$ cat src/hw/lc3b_types.sv
// ===================================================================
// lc3b isa types
// ===================================================================
package lc3b_types;

	typedef logic [15:0] lc3b_word;	// data or byte address.
	typedef logic [2:0] lc3b_reg;	// register index.
	typedef logic [2:0] lc3b_nzp;	// n, z, p flags.

	typedef enum logic [3:0]
	{
		op_br  = 4'b0000,
		op_add = 4'b0001,
		op_and = 4'b0101,
		op_ldr = 4'b0110,
		op_str = 4'b0111,
		op_not = 4'b1001
	} lc3b_opcode;

	typedef enum logic [1:0]
	{
		alu_add,
		alu_and,
		alu_not,
		alu_pass
	} lc3b_aluop;

	localparam int num_regs = 8;
	localparam int dmem_words = 256;
	localparam int dmem_aw = $clog2(dmem_words);	// word index width.

	localparam int op_lsb = 12;	// opcode, 4 bits.
	localparam int dr_lsb = 9;	// dest or nzp, 3 bits.
	localparam int sr1_lsb = 6;	// base or sr1, 3 bits.
	localparam int sr2_lsb = 0;	// sr2, 3 bits.
	localparam int imm_flag = 5;	// ir5.

endpackage

$ cat src/hw/lc3b_pipe.sv
// ===================================================================
// pipeline payload types
// ===================================================================
package lc3b_pipe;

	localparam logic [1:0] wb_none = 2'b00;	// no write-back.
	localparam logic [1:0] wb_mem = 2'b01;	// load data.
	localparam logic [1:0] wb_alu = 2'b11;	// alu result.
	localparam logic addr_pc = 1'b0;	// pc + 2 as base.
	localparam logic addr_base = 1'b1;	// sr1 as base.

	typedef struct packed
	{
		lc3b_types::lc3b_opcode opcode;
		lc3b_types::lc3b_aluop aluop;
		logic sr1_needed;
		logic sr2_needed;	// also the str source.
		logic sr2mux_sel;	// 1 picks sr2, 0 picks imm.
		logic addr_sel;
		logic br_op;
		logic br_stall;	// holds fetch.
		logic lshf1;
		logic [1:0] wbmux_sel;
		logic load_regfile;
		logic load_cc;
		logic dcache_enable;
		logic dcacherw;	// 1 is a store.
	} lc3b_control_word;

	typedef struct packed
	{
		lc3b_types::lc3b_word pc;
		lc3b_types::lc3b_word instr;
	} fd_payload;

	typedef struct packed
	{
		lc3b_control_word ctrl;
		lc3b_types::lc3b_word pc;
		lc3b_types::lc3b_word sr1;
		lc3b_types::lc3b_word sr2;	// or store value.
		lc3b_types::lc3b_word imm;	// already sign extended.
		lc3b_types::lc3b_reg dest;
		lc3b_types::lc3b_nzp nzp;
	} de_payload;

	typedef struct packed
	{
		lc3b_control_word ctrl;
		lc3b_types::lc3b_word pc;
		lc3b_types::lc3b_word result;	// alu value or address.
		lc3b_types::lc3b_word store_data;
		lc3b_types::lc3b_reg dest;
		lc3b_types::lc3b_nzp nzp;
	} em_payload;

	typedef struct packed
	{
		lc3b_types::lc3b_word pc;
		lc3b_types::lc3b_opcode opcode;
		logic wrote;
		lc3b_types::lc3b_reg dest;
		lc3b_types::lc3b_word value;
		logic stored;
		lc3b_types::lc3b_word store_addr;
		lc3b_types::lc3b_word store_data;
		logic taken;
		lc3b_types::lc3b_word next_pc;
	} commit_t;

endpackage

$ cat src/hw/control_rom.sv
// ===================================================================
// decode control rom
// ===================================================================
`timescale 1ns/100ps

module control_rom
(
	input lc3b_types::lc3b_opcode opcode,
	input logic ir5,
	output lc3b_pipe::lc3b_control_word ctrl
);

	always_comb
	begin
		ctrl = '0;	// everything off first.
		ctrl.opcode = opcode;
		ctrl.aluop = lc3b_types::alu_pass;
		ctrl.addr_sel = lc3b_pipe::addr_pc;
		ctrl.wbmux_sel = lc3b_pipe::wb_none;

		case (opcode)
			lc3b_types::op_add:
			begin
				ctrl.aluop = lc3b_types::alu_add;
				ctrl.load_regfile = 1'b1;
				ctrl.load_cc = 1'b1;
				ctrl.wbmux_sel = lc3b_pipe::wb_alu;
				ctrl.sr1_needed = 1'b1;
				ctrl.sr2_needed = !ir5;	// register form only.
				ctrl.sr2mux_sel = !ir5;
			end
			lc3b_types::op_and:
			begin
				ctrl.aluop = lc3b_types::alu_and;
				ctrl.load_regfile = 1'b1;
				ctrl.load_cc = 1'b1;
				ctrl.wbmux_sel = lc3b_pipe::wb_alu;
				ctrl.sr1_needed = 1'b1;
				ctrl.sr2_needed = !ir5;
				ctrl.sr2mux_sel = !ir5;
			end
			lc3b_types::op_not:
			begin
				ctrl.aluop = lc3b_types::alu_not;
				ctrl.load_regfile = 1'b1;
				ctrl.load_cc = 1'b1;
				ctrl.wbmux_sel = lc3b_pipe::wb_alu;
				ctrl.sr1_needed = 1'b1;
			end
			lc3b_types::op_ldr:
			begin
				ctrl.addr_sel = lc3b_pipe::addr_base;
				ctrl.lshf1 = 1'b1;	// word offset.
				ctrl.wbmux_sel = lc3b_pipe::wb_mem;
				ctrl.load_regfile = 1'b1;
				ctrl.load_cc = 1'b1;
				ctrl.dcache_enable = 1'b1;
				ctrl.sr1_needed = 1'b1;
			end
			lc3b_types::op_str:
			begin
				ctrl.addr_sel = lc3b_pipe::addr_base;
				ctrl.lshf1 = 1'b1;
				ctrl.dcache_enable = 1'b1;
				ctrl.dcacherw = 1'b1;
				ctrl.sr1_needed = 1'b1;
				ctrl.sr2_needed = 1'b1;	// store source in dr field.
			end
			lc3b_types::op_br:
			begin
				ctrl.addr_sel = lc3b_pipe::addr_pc;
				ctrl.lshf1 = 1'b1;
				ctrl.br_op = 1'b1;
				ctrl.br_stall = 1'b1;
			end
			default:
			begin
				ctrl = '0;	// unknown op, retires as nothing.
			end
		endcase
	end

endmodule : control_rom

$ cat src/hw/decode_stage.sv
// ===================================================================
// decode stage
// ===================================================================
`timescale 1ns/100ps

module decode_stage
(
	input logic in_valid,
	input lc3b_pipe::fd_payload in_data,
	input logic ex_valid,
	input lc3b_types::lc3b_reg ex_dest,
	input logic ex_writes,
	output lc3b_types::lc3b_reg rf_raddr_a,
	output lc3b_types::lc3b_reg rf_raddr_b,
	input lc3b_types::lc3b_word rf_rdata_a,
	input lc3b_types::lc3b_word rf_rdata_b,
	output logic stall,
	output logic out_valid,
	output lc3b_pipe::de_payload out_data,
	output logic br_busy
);

	lc3b_pipe::lc3b_control_word ctrl;
	lc3b_types::lc3b_word ir;
	lc3b_types::lc3b_word imm;
	logic hazard_a;
	logic hazard_b;

	assign ir = in_data.instr;

	control_rom u_control_rom
	(
		.opcode(lc3b_types::lc3b_opcode'(ir[lc3b_types::op_lsb +: 4])),
		.ir5(ir[lc3b_types::imm_flag]),
		.ctrl(ctrl)
	);

	assign rf_raddr_a = ir[lc3b_types::sr1_lsb +: 3];
	// str reads its source from the dr field.
	assign rf_raddr_b = ctrl.dcacherw ? ir[lc3b_types::dr_lsb +: 3] : ir[lc3b_types::sr2_lsb +: 3];

	always_comb
	begin
		if (ctrl.br_op)
			imm = {{7{ir[8]}}, ir[8:0]};	// offset9.
		else if (ctrl.dcache_enable)
			imm = {{10{ir[5]}}, ir[5:0]};	// offset6.
		else
			imm = {{11{ir[4]}}, ir[4:0]};	// imm5.
	end

	// only execute needs a check, write-back forwards in the regfile.
	assign hazard_a = ctrl.sr1_needed && (rf_raddr_a == ex_dest);
	assign hazard_b = ctrl.sr2_needed && (rf_raddr_b == ex_dest);
	assign stall = in_valid && ex_valid && ex_writes && (hazard_a || hazard_b);
	assign out_valid = in_valid && !stall;	// bubble on stall.
	assign br_busy = in_valid && ctrl.br_stall;

	always_comb
	begin
		out_data.ctrl = ctrl;
		out_data.pc = in_data.pc;
		out_data.sr1 = rf_rdata_a;
		out_data.sr2 = rf_rdata_b;
		out_data.imm = imm;
		out_data.dest = ir[lc3b_types::dr_lsb +: 3];
		out_data.nzp = ir[lc3b_types::dr_lsb +: 3];	// br mask shares the field.
	end

endmodule : decode_stage

$ cat config.mk
export PLATFORM = sky130hd
export DESIGN_NAME = decode_stage
export DESIGN_NICKNAME = d
export VERILOG_FILES = /design/src/hw/lc3b_types.sv /design/src/hw/lc3b_pipe.sv /design/src/hw/control_rom.sv /design/src/hw/decode_stage.sv
export SDC_FILE = /design/constraint.sdc
export NUM_CORES = 1
export LEC_CHECK = 0
export ABC_CLOCK_PERIOD_IN_PS = 1990
export CAP_MARGIN = 30
export CORE_AREA = 3 3 65 67
export DETAILED_ROUTE_END_ITERATION = 16
export DIE_AREA = 0 0 68 70
export DONT_BUFFER_PORTS = 1
export SYNTH_ARGS = -nofsm -noshare
export SYNTH_HDL_FRONTEND = slang
export SYNTH_SLANG_ARGS = --single-unit
$ cat constraint.sdc
create_clock -name vclk -period 1.99
set_input_delay 0.0995 -clock vclk [all_inputs]
set_output_delay 0.0995 -clock vclk [all_outputs]
set_load 0.01 [all_outputs]
==> results of run 1 <==
-- metal layers --
metal	part of all wire	up-vias	track usage
met1	0.35	205	0.09351
met4	0.039	0	0.03311
met3	0.13	18	0.02894
met5	0	-	0
li1	-	197	-
met2	0.48	56	0.1328
-- final timing paths --
path | startpoint | endpoint | slack (ns) | cells after the start
max | in_data[14] | stall | 0.75 | 4
min | rf_rdata_b[10] | out_data[32] | 0.20 | 0
-- placed cells by master, fill, tap and decap left out, types with 2 or more instances in the layout --
cell	Yosys	final
sky130_fd_sc_hd__inv_1	6	6
sky130_fd_sc_hd__a21o_1	4	4
sky130_fd_sc_hd__nor2_1	3	3
sky130_fd_sc_hd__and2_1	3	3
sky130_fd_sc_hd__mux2_2	3	3
sky130_fd_sc_hd__xor2_1	3	3
sky130_fd_sc_hd__buf_4	73	3
sky130_fd_sc_hd__nor3b_1	2	2
sky130_fd_sc_hd__or2_2	2	2
sky130_fd_sc_hd__nor3_1	2	2
sky130_fd_sc_hd__nand2_1	2	2
sky130_fd_sc_hd__xnor2_1	2	2
-- power by group through the flow --
stage | Clock [W] | Sequential [W] | Combinational, W
floorplan | 0 | 0 | 0.000241
global placement | 0 | 0 | 0.000117
detailed placement | 0 | 0 | 0.000117
CTS | 0 | 0 | 0.000117
global route | 0 | 0 | 0.000125
finish | 0 | 0 | 0.000115
-- worst max-delay path: cells and delay by family --
| family | cells | cell delay, ns |
|---|---|---|
| compound gates | 2 | 0.47 |
| simple gates | 2 | 0.57 |
-- cell type report --
class                      instances  area, um^2
inverter                           6       22.52
fill                             431        3164
timing repair buffer               4       42.54
multi-input combinational         46       399.1
tap                               48       60.06
-- metrics by stage --
step                      utilization  std cells
final                          0.1421        104
after global routing           0.1421        104
after CTS                      0.1421        104
after detailed placement       0.1421        104
after global placement         0.1421        104
after floorplan                     -        125
-- kinds of logic (layout without fill, tap and decap cells) --
| group | Yosys count | count (layout) | synth area share |
|---|---|---|---|
| buf+inv | 79 | 10 | 0.5884 |
| mux | 3 | 3 | 0.03484 |
| compound gates | 12 | 12 | 0.1239 |
| simple gates | 26 | 26 | 0.2078 |
| xor+xnor | 5 | 5 | 0.04517 |
==> impl_metrics.py, run 1 <==
metrics = {
    "final_layout": {
        "layout-drive-gt1-share": 0.3214,
        "clkbuf_count": 0,
        "design.final.nets": 128,
        "final_design_area_no_fill_um2": 524.3,
        "layout-area-overhead-vs-synth_pct": -45.94,
        "numSequentialCells": 0,
        "insertedDiodeCount": 0,
        "regArea_um2": 0,
    },
    "pwr": {
        "comb_power_share": 1.000,
        "powerDensity_mw_per_mm2": 218.7,
        "leakage_nw": 0.2420,
        "power_switching_w": 0.00006587,
        "switching_share": 0.5745,
        "power.clock.fraction": 0,
        "pwr-share-seq": 0,
        "ir_drop_mv": 0.09475,
        "internal-power_w": 0.00004879,
        "total_power_w": 0.0001147,
    },
    "timing": {
        "finalCritPeriodShare": 0.6214,
        "maxClockFrequency_ghz": 0.8086,
        "timing.final.setup_violations": 0,
        "report.final.hold_viol_count": 0,
        "finalHoldWorstSlack_ns": 0.1990,
        "transition_time_of_the_tightest_slew_check_pin_ns": 0.6877,
        "final.min_clock_period_ns": 1.237,
        "drv_slew": 0,
        "tns_ns": 0,
        "timing.slew.headroom": 0.5483,
        "unrepaired_setup_endpoints_after_global_routing": "no",
        "final.setup.worst_slack_ns": 0.7534,
    },
    "floorplanning": {
        "fp.dieW_um": 68,
        "initial_core_util": 0.2629,
        "placementRows": 22,
        "die_height_um": 70,
        "design.die.area_mm2": 0.004760,
        "io-pin-count": 168,
        "coreArea_mm2": 0.003689,
    },
    "global_routing": {
        "grt_use_total": 0.08129,
        "grt_pass1_wl_mm": 3.049,
        "vias_in_the_first_global_route": 494,
        "grt_antenna_before_repair": 0,
        "grt_overflow_total": 0,
        "grt_start_max_net_pins": 10,
    },
    "setup_path": {
        "cp_data_required_time_ns": 1.89,
        "worst_setup_path_end_kind": "primary output",
        "critical_path.slowest_cell": "sky130_fd_sc_hd__nor4b_4",
        "critPathMaxFanout": 7,
        "timing.critical_path.cells": "and2b_2, nor4b_4, o211ai_2, o21ai_1",
        "cp-start-kind": "input port",
        "cp_slowest_stage_delay_ns": 0.35,
        "critPathKind": "input port to primary output",
        "cp.arrival_ns": 1.14,
    },
    "placed_design": {
        "finalWeightedCongestion": 0.6395,
        "hpwlAfterDp_mm": 1.806,
        "buffer_ports.inserted": 0,
        "dpl_worst_slack_ns": 0.7097,
        "placed_cell_area_um2": 524.3,
    },
    "clock_tree": {
        "cts_post_setup_buffers_inserted": 0,
        "postCtsResizedCells": 0,
        "postCtsHoldBufs": 0,
    },
    "synthesis": {
        "yosysWarningCount": 0,
        "post-synth-top-count-cell": "sky130_fd_sc_hd__buf_4",
        "synth.largest_area_cell": "sky130_fd_sc_hd__buf_4",
        "synth_largest_type_area_fraction": 0.5652,
        "yosys-top-cells-area": "sky130_fd_sc_hd__buf_4 (57%), sky130_fd_sc_hd__mux2_2 (3.5%), sky130_fd_sc_hd__a21o_1 (3.1%)",
        "mappedNetlistNets": 195,
        "synth.cells.most_frequent": "sky130_fd_sc_hd__buf_4 (73), sky130_fd_sc_hd__inv_1 (6), sky130_fd_sc_hd__a21o_1 (4)",
        "yosysSeqAreaShare": 0,
        "mappedNetlistArea_um2": 969.7,
        "syn_area_per_cell_um2": 7.757,
        "yosysUniqueCellTypes": 32,
        "syn_inst": 125,
    },
    "route": {
        "detail_route.wirelength_mm": 2.100,
        "detail_route.wl_per_cell_um": 20.19,
        "num_vias": 476,
        "drt-pass1-iter-count": 3,
        "route.antenna.remaining_nets": 0,
        "drc": 0,
        "avgViaCountPerCell": 4.577,
        "detailedRoute.firstIterationViolations": 12,
    },
    "run_status": {
        "status": "complete, no violations",
    },
    "flow_run": {
        "cap_viol_max_count": 0,
    },
    "hold_path": {
        "worst_hold_check_path_type": "input port to primary output",
    },
}
(Power assumes the default switching activity.)
==> run 2: changes to the inputs <==
--- a/config.mk
+++ b/config.mk
@@ -5,11 +5,11 @@
 export SDC_FILE = /design/constraint.sdc
 export NUM_CORES = 1
 export LEC_CHECK = 0
-export ABC_CLOCK_PERIOD_IN_PS = 1990
+export ABC_CLOCK_PERIOD_IN_PS = 1000
 export CAP_MARGIN = 30
-export CORE_AREA = 3 3 65 67
+export CORE_AREA = 3 3 64 66
 export DETAILED_ROUTE_END_ITERATION = 16
-export DIE_AREA = 0 0 68 70
+export DIE_AREA = 0 0 67 69
 export DONT_BUFFER_PORTS = 1
 export SYNTH_ARGS = -nofsm -noshare
 export SYNTH_HDL_FRONTEND = slang
==> constraint.sdc (replaced) <==
create_clock -name vclk -period 1
set_input_delay 0.05 -clock vclk [all_inputs]
set_output_delay 0.05 -clock vclk [all_outputs]
set_load 0.01 [all_outputs]
==> run 2 against run 1 <==
Compared with the run above:
- the flow now finishes with violations (negative setup slack)
- global-route usage increased by 1.2 points
- hold slack got worse by 0.099 ns
- flip-flop and latch count unchanged
- combinational power increased by 150%
- die area decreased by 2.9%
- power increased by 150%
- cell area increased by 32%
- critical path depth unchanged
- critical path type unchanged
- critical endpoint is now out_valid
==> impl_metrics.py, run 2 (same netlist as run 1, synthesis figures left out) <==
metrics = {
    "pwr": {
        "pwr-share-seq": 0,
        "power_switching_w": 0.0001454,
        "powerDensity_mw_per_mm2": 408.6,
        "power.clock.fraction": 0,
        "switching_share": 0.5144,
        "ir_drop_mv": 0.1363,
        "internal-power_w": 0.0001373,
        "leakage_nw": 0.3350,
        "comb_power_share": 1.000,
    },
    "timing": {
        "drv_slew": 0,
        "final.setup.worst_slack_ns": -0.03434,
        "transition_time_of_the_tightest_slew_check_pin_ns": 0.3737,
        "finalHoldWorstSlack_ns": 0.1000,
        "final.min_clock_period_ns": 1.034,
        "finalCritPeriodShare": 1.034,
        "timing.final.setup_violations": 2,
        "report.final.hold_viol_count": 0,
        "tns_ns": -0.04547,
        "maxClockFrequency_ghz": 0.9668,
        "timing.slew.headroom": 0.7490,
        "unrepaired_setup_endpoints_after_global_routing": "yes",
    },
    "route": {
        "detailedRoute.firstIterationViolations": 5,
        "detail_route.wirelength_mm": 2.329,
        "drt-pass1-iter-count": 3,
        "num_vias": 602,
        "avgViaCountPerCell": 4.894,
        "drc": 0,
        "route.antenna.remaining_nets": 0,
        "detail_route.wl_per_cell_um": 18.93,
    },
    "setup_path": {
        "cp.buffers_inverters": 0,
        "cp-start-kind": "input port",
        "critPathMaxFanout": 7,
        "cp.arrival_ns": 0.98,
        "timing.critical_path.cells": "and2b_2, nor4b_4, o211ai_2, o211a_1",
        "worst_setup_path_end_kind": "primary output",
        "cp_slowest_stage_delay_ns": 0.28,
        "critPathKind": "input port to primary output",
        "critical_path.slowest_cell": "sky130_fd_sc_hd__nor4b_4",
        "cp_data_required_time_ns": 0.95,
        "timing.critical_path.max_delay_family": "simple AND/OR/NAND/NOR gates",
    },
    "global_routing": {
        "grt_start_max_net_pins": 9,
        "grt_overflow_total": 0,
        "grt_antenna_before_repair": 0,
        "vias_in_the_first_global_route": 658,
        "grt_use_total": 0.09292,
        "grt_pass1_wl_mm": 3.477,
    },
    "hold_path": {
        "worst_hold_path.num_cells": 0,
        "hold_end": "out_data[33]",
        "worst_hold_check_path_type": "input port to primary output",
        "hp-start": "rf_rdata_b[11]",
    },
    "placed_design": {
        "finalWeightedCongestion": 0.7502,
        "placed_cell_area_um2": 636.9,
        "hpwlAfterDp_mm": 1.991,
        "buffer_ports.inserted": 0,
        "dpl_worst_slack_ns": -0.03835,
    },
    "final_layout": {
        "post-route-util": 0.1904,
        "regArea_um2": 0,
        "final_design_area_no_fill_um2": 691.9,
        "clkbuf_count": 0,
        "layout-area-overhead-vs-synth_pct": -28.65,
        "layout.filler_cells": 409,
        "top_library_cells_by_usage_in_the_layout_fill_and_taps_aside": "sky130_fd_sc_hd__buf_4 (23), sky130_fd_sc_hd__inv_1 (5)",
        "insertedDiodeCount": 0,
        "layout.cells.most_common": "sky130_fd_sc_hd__buf_4",
        "numSequentialCells": 0,
        "design.final.nets": 147,
        "layout-drive-gt1-share": 0.5733,
    },
    "run_status": {
        "violations": "negative setup slack",
        "status": "complete, but fails checks",
    },
    "floorplanning": {
        "io-pin-count": 168,
        "coreArea_mm2": 0.003633,
        "die_height_um": 69,
        "initial_core_util": 0.2669,
        "design.die.area_mm2": 0.004623,
        "placementRows": 22,
        "fp.dieW_um": 67,
    },
    "flow_run": {
        "cap_viol_max_count": 0,
    },
    "clock_tree": {
        "postCtsHoldBufs": 0,
    },
}
[run 2: per-layer routing]
metal  GRT usage  vias to the layer above  share of wire
met5           0                        -              0
li1            -                      235              -
met4     0.05631                        0          0.057
met3     0.04560                       24           0.15
met2      0.1583                       78           0.50
met1     0.08594                      265           0.29
[run 2: worst max path at each step]
stage / start / to / slack (ns) / depth (start not counted)
after floorplan: in_data[14] / out_data[16] / -0.10 / 4
after detailed placement: in_data[15] / out_valid / -0.04 / 4
final: in_data[14] / out_valid / -0.03 / 4
after global placement: in_data[15] / out_valid / -0.02 / 4
after global routing: in_data[14] / stall / -0.09 / 4
after CTS: in_data[15] / out_valid / -0.04 / 4
[run 2: timing repair]
item,CTS,global route
pin swaps,0,2
buffers inserted,0,5
resized for setup,2,3
endpoints found under the hold margin,0,0
setup endpoints to repair,11,10
[run 2: area by class of cell]
cell class,instances,area [um^2],area share
multi-input combinational,46,436.7,0.6311
inverter,6,22.52,0.03255
timing repair buffer,23,172.7,0.2495
tap,48,60.06,0.08680
[run 2: power groups by stage]
stage	Clock, W	Sequential (W)	Combinational [W]
floorplan	0	0	0.000490
global placement	0	0	0.000258
detailed placement	0	0	0.000261
CTS	0	0	0.000267
finish	0	0	0.000283
global route	0	0	0.000307
[run 2: stage by stage]
step / cells / total power [W]
after floorplan: 125 / 0.0004901
after global placement: 118 / 0.0002584
after detailed placement: 118 / 0.0002610
after CTS: 118 / 0.0002675
after global routing: 123 / 0.0003068
final: 123 / 0.0002827
==> run 3: changes to the inputs <==
--- a/config.mk
+++ b/config.mk
@@ -11,6 +11,7 @@
 export DETAILED_ROUTE_END_ITERATION = 16
 export DIE_AREA = 0 0 67 69
 export DONT_BUFFER_PORTS = 1
+export GPL_ROUTABILITY_DRIVEN = 1
 export SYNTH_ARGS = -nofsm -noshare
 export SYNTH_HDL_FRONTEND = slang
 export SYNTH_SLANG_ARGS = --single-unit
==> constraint.sdc (replaced) <==
create_clock -name vclk -period 1
set_input_delay 0.05 -clock vclk [all_inputs]
set_output_delay 0.05 -clock vclk [all_outputs]
set_load 0.02 [all_outputs]
==> run 3 against run 2 <==
Compared with the run above:
- the run still ends with negative setup slack left
- highest routed layer unchanged
- power up 42%
- global-route usage up 1.1 points
- critical path type unchanged
- critical endpoint unchanged
- largest power group unchanged
- non-clock buffer count is the same
==> impl_metrics.py, run 3 (same netlist as run 1, synthesis figures left out) <==
metrics = {
    "route": {
        "detailedRoute.firstIterationViolations": 2,
        "detailroute.wirelength.met2_mm": 1.379,
        "avgViaCountPerCell": 4.724,
        "route.antenna.remaining_nets": 0,
        "routed.top_layer": "met4",
        "m1WireLength_um": 646,
        "detail_route.wl_per_cell_um": 20.17,
        "drc": 0,
        "detail_route.wirelength_mm": 2.481,
        "num_vias": 581,
        "wl_met3_um": 377,
        "drt-pass1-iter-count": 4,
    },
    "pwr": {
        "powerDensity_mw_per_mm2": 513.7,
        "leakage_nw": 0.3572,
        "ir_drop_mv": 0.3244,
    },
    "final_layout": {
        "insertedDiodeCount": 0,
        "total_area_of_multi_input_combinational_cells_um2": 480.5,
        "post-route-util": 0.2149,
        "numSequentialCells": 0,
        "final_design_area_no_fill_um2": 780.7,
        "layout.cells.most_common": "sky130_fd_sc_hd__buf_4",
        "layout.filler_cells": 408,
        "design.final.nets": 147,
        "clkbuf_count": 0,
        "top_library_cells_by_usage_in_the_layout_fill_and_taps_aside": "sky130_fd_sc_hd__buf_4 (18), sky130_fd_sc_hd__inv_1 (5)",
        "layout-drive-gt1-share": 0.6400,
        "layout-area-overhead-vs-synth_pct": -19.48,
        "regArea_um2": 0,
    },
    "timing": {
        "finalHoldWorstSlack_ns": 0.1000,
        "timing.final.setup_violations": 2,
        "transition_time_of_the_tightest_slew_check_pin_ns": 0.3570,
        "timing.slew.headroom": 0.7617,
        "final.setup.worst_slack_ns": -0.09995,
        "maxClockFrequency_ghz": 0.9091,
        "unrepaired_setup_endpoints_after_global_routing": "yes",
        "final.min_clock_period_ns": 1.100,
        "report.final.hold_viol_count": 0,
        "drv_slew": 0,
        "finalCritPeriodShare": 1.100,
    },
    "setup_path": {
        "critPathKind": "input port to primary output",
        "cp_data_required_time_ns": 0.95,
        "worst_setup_path_startpoint": "in_data[14]",
        "cp.arrival_ns": 1.05,
        "critPathMaxFanout": 7,
        "worst_setup_path_end_kind": "primary output",
        "cp-start-kind": "input port",
    },
    "run_status": {
        "status": "complete, but fails checks",
        "violations": "negative setup slack",
    },
    "floorplanning": {
        "coreArea_mm2": 0.003633,
        "placementRows": 22,
        "io-pin-count": 168,
        "design.die.area_mm2": 0.004623,
        "die_height_um": 69,
        "initial_core_util": 0.2669,
        "fp.dieW_um": 67,
    },
    "global_routing": {
        "grt_start_max_net_pins": 10,
        "grt_antenna_before_repair": 0,
        "grt_pass1_wl_mm": 3.732,
        "grt_use_total": 0.1040,
        "vias_in_the_first_global_route": 638,
        "grt_overflow_total": 0,
    },
    "placed_design": {
        "placed_cell_area_um2": 710.7,
        "buffer_ports.inserted": 0,
        "finalWeightedCongestion": 0.7432,
        "hpwlAfterDp_mm": 2.198,
    },
    "hold_path": {
        "hp-start": "rf_rdata_b[13]",
        "worst_hold_check_path_type": "input port to primary output",
    },
    "flow_run": {
        "cap_viol_max_count": 0,
    },
}
-- run 3: final timing paths --
path | end | depth (start not counted) | slack [ns]
min | out_data[35] | 0 | 0.10
max | out_valid | 4 | -0.1
-- run 3: routing by layer --
metal / vias to the layer above / global-route usage
met5: - / 0
li1: 236 / -
met1: 262 / 0.08301
met2: 67 / 0.2052
met4: 0 / 0.03829
met3: 16 / 0.04886
-- run 3: area by class of cell --
class	instances	share of cell area
Tap cell	48	0.07692
Multi-Input combinational cell	46	0.6154
Inverter	6	0.02885
Timing Repair Buffer	23	0.2788
-- run 3: what timing repair did --
action,CTS,global route
gates resized for setup,7,2
hold buffers,0,0
pin swaps,6,2
buffers inserted,3,0
setup endpoints to repair,10,10
-- run 3: worst max-delay path, stage by stage --
cell	delay (ns)
sky130_fd_sc_hd__and2b_2	0.22
sky130_fd_sc_hd__nor4b_4	0.27
sky130_fd_sc_hd__o211ai_2	0.19
sky130_fd_sc_hd__o211a_4	0.31
-- run 3: report_power, final --
group / internal (W) / switching, W
Combinational: 0.000172 / 0.000229
Clock: 0 / 0
Sequential: 0 / 0
-- run 3: through the flow --
step,total power (W),setup slack [ns],TNS [ns],cells
after floorplan,0.0006708,-0.2288,-2.422,125
after global placement,0.0003736,-0.09193,-0.3687,120
after detailed placement,0.0003782,-0.1258,-0.6033,120
after CTS,0.0004016,-0.09800,-0.1807,123
after global routing,0.0004234,-0.1419,-0.4484,123
final,0.0004010,-0.09995,-0.1364,123
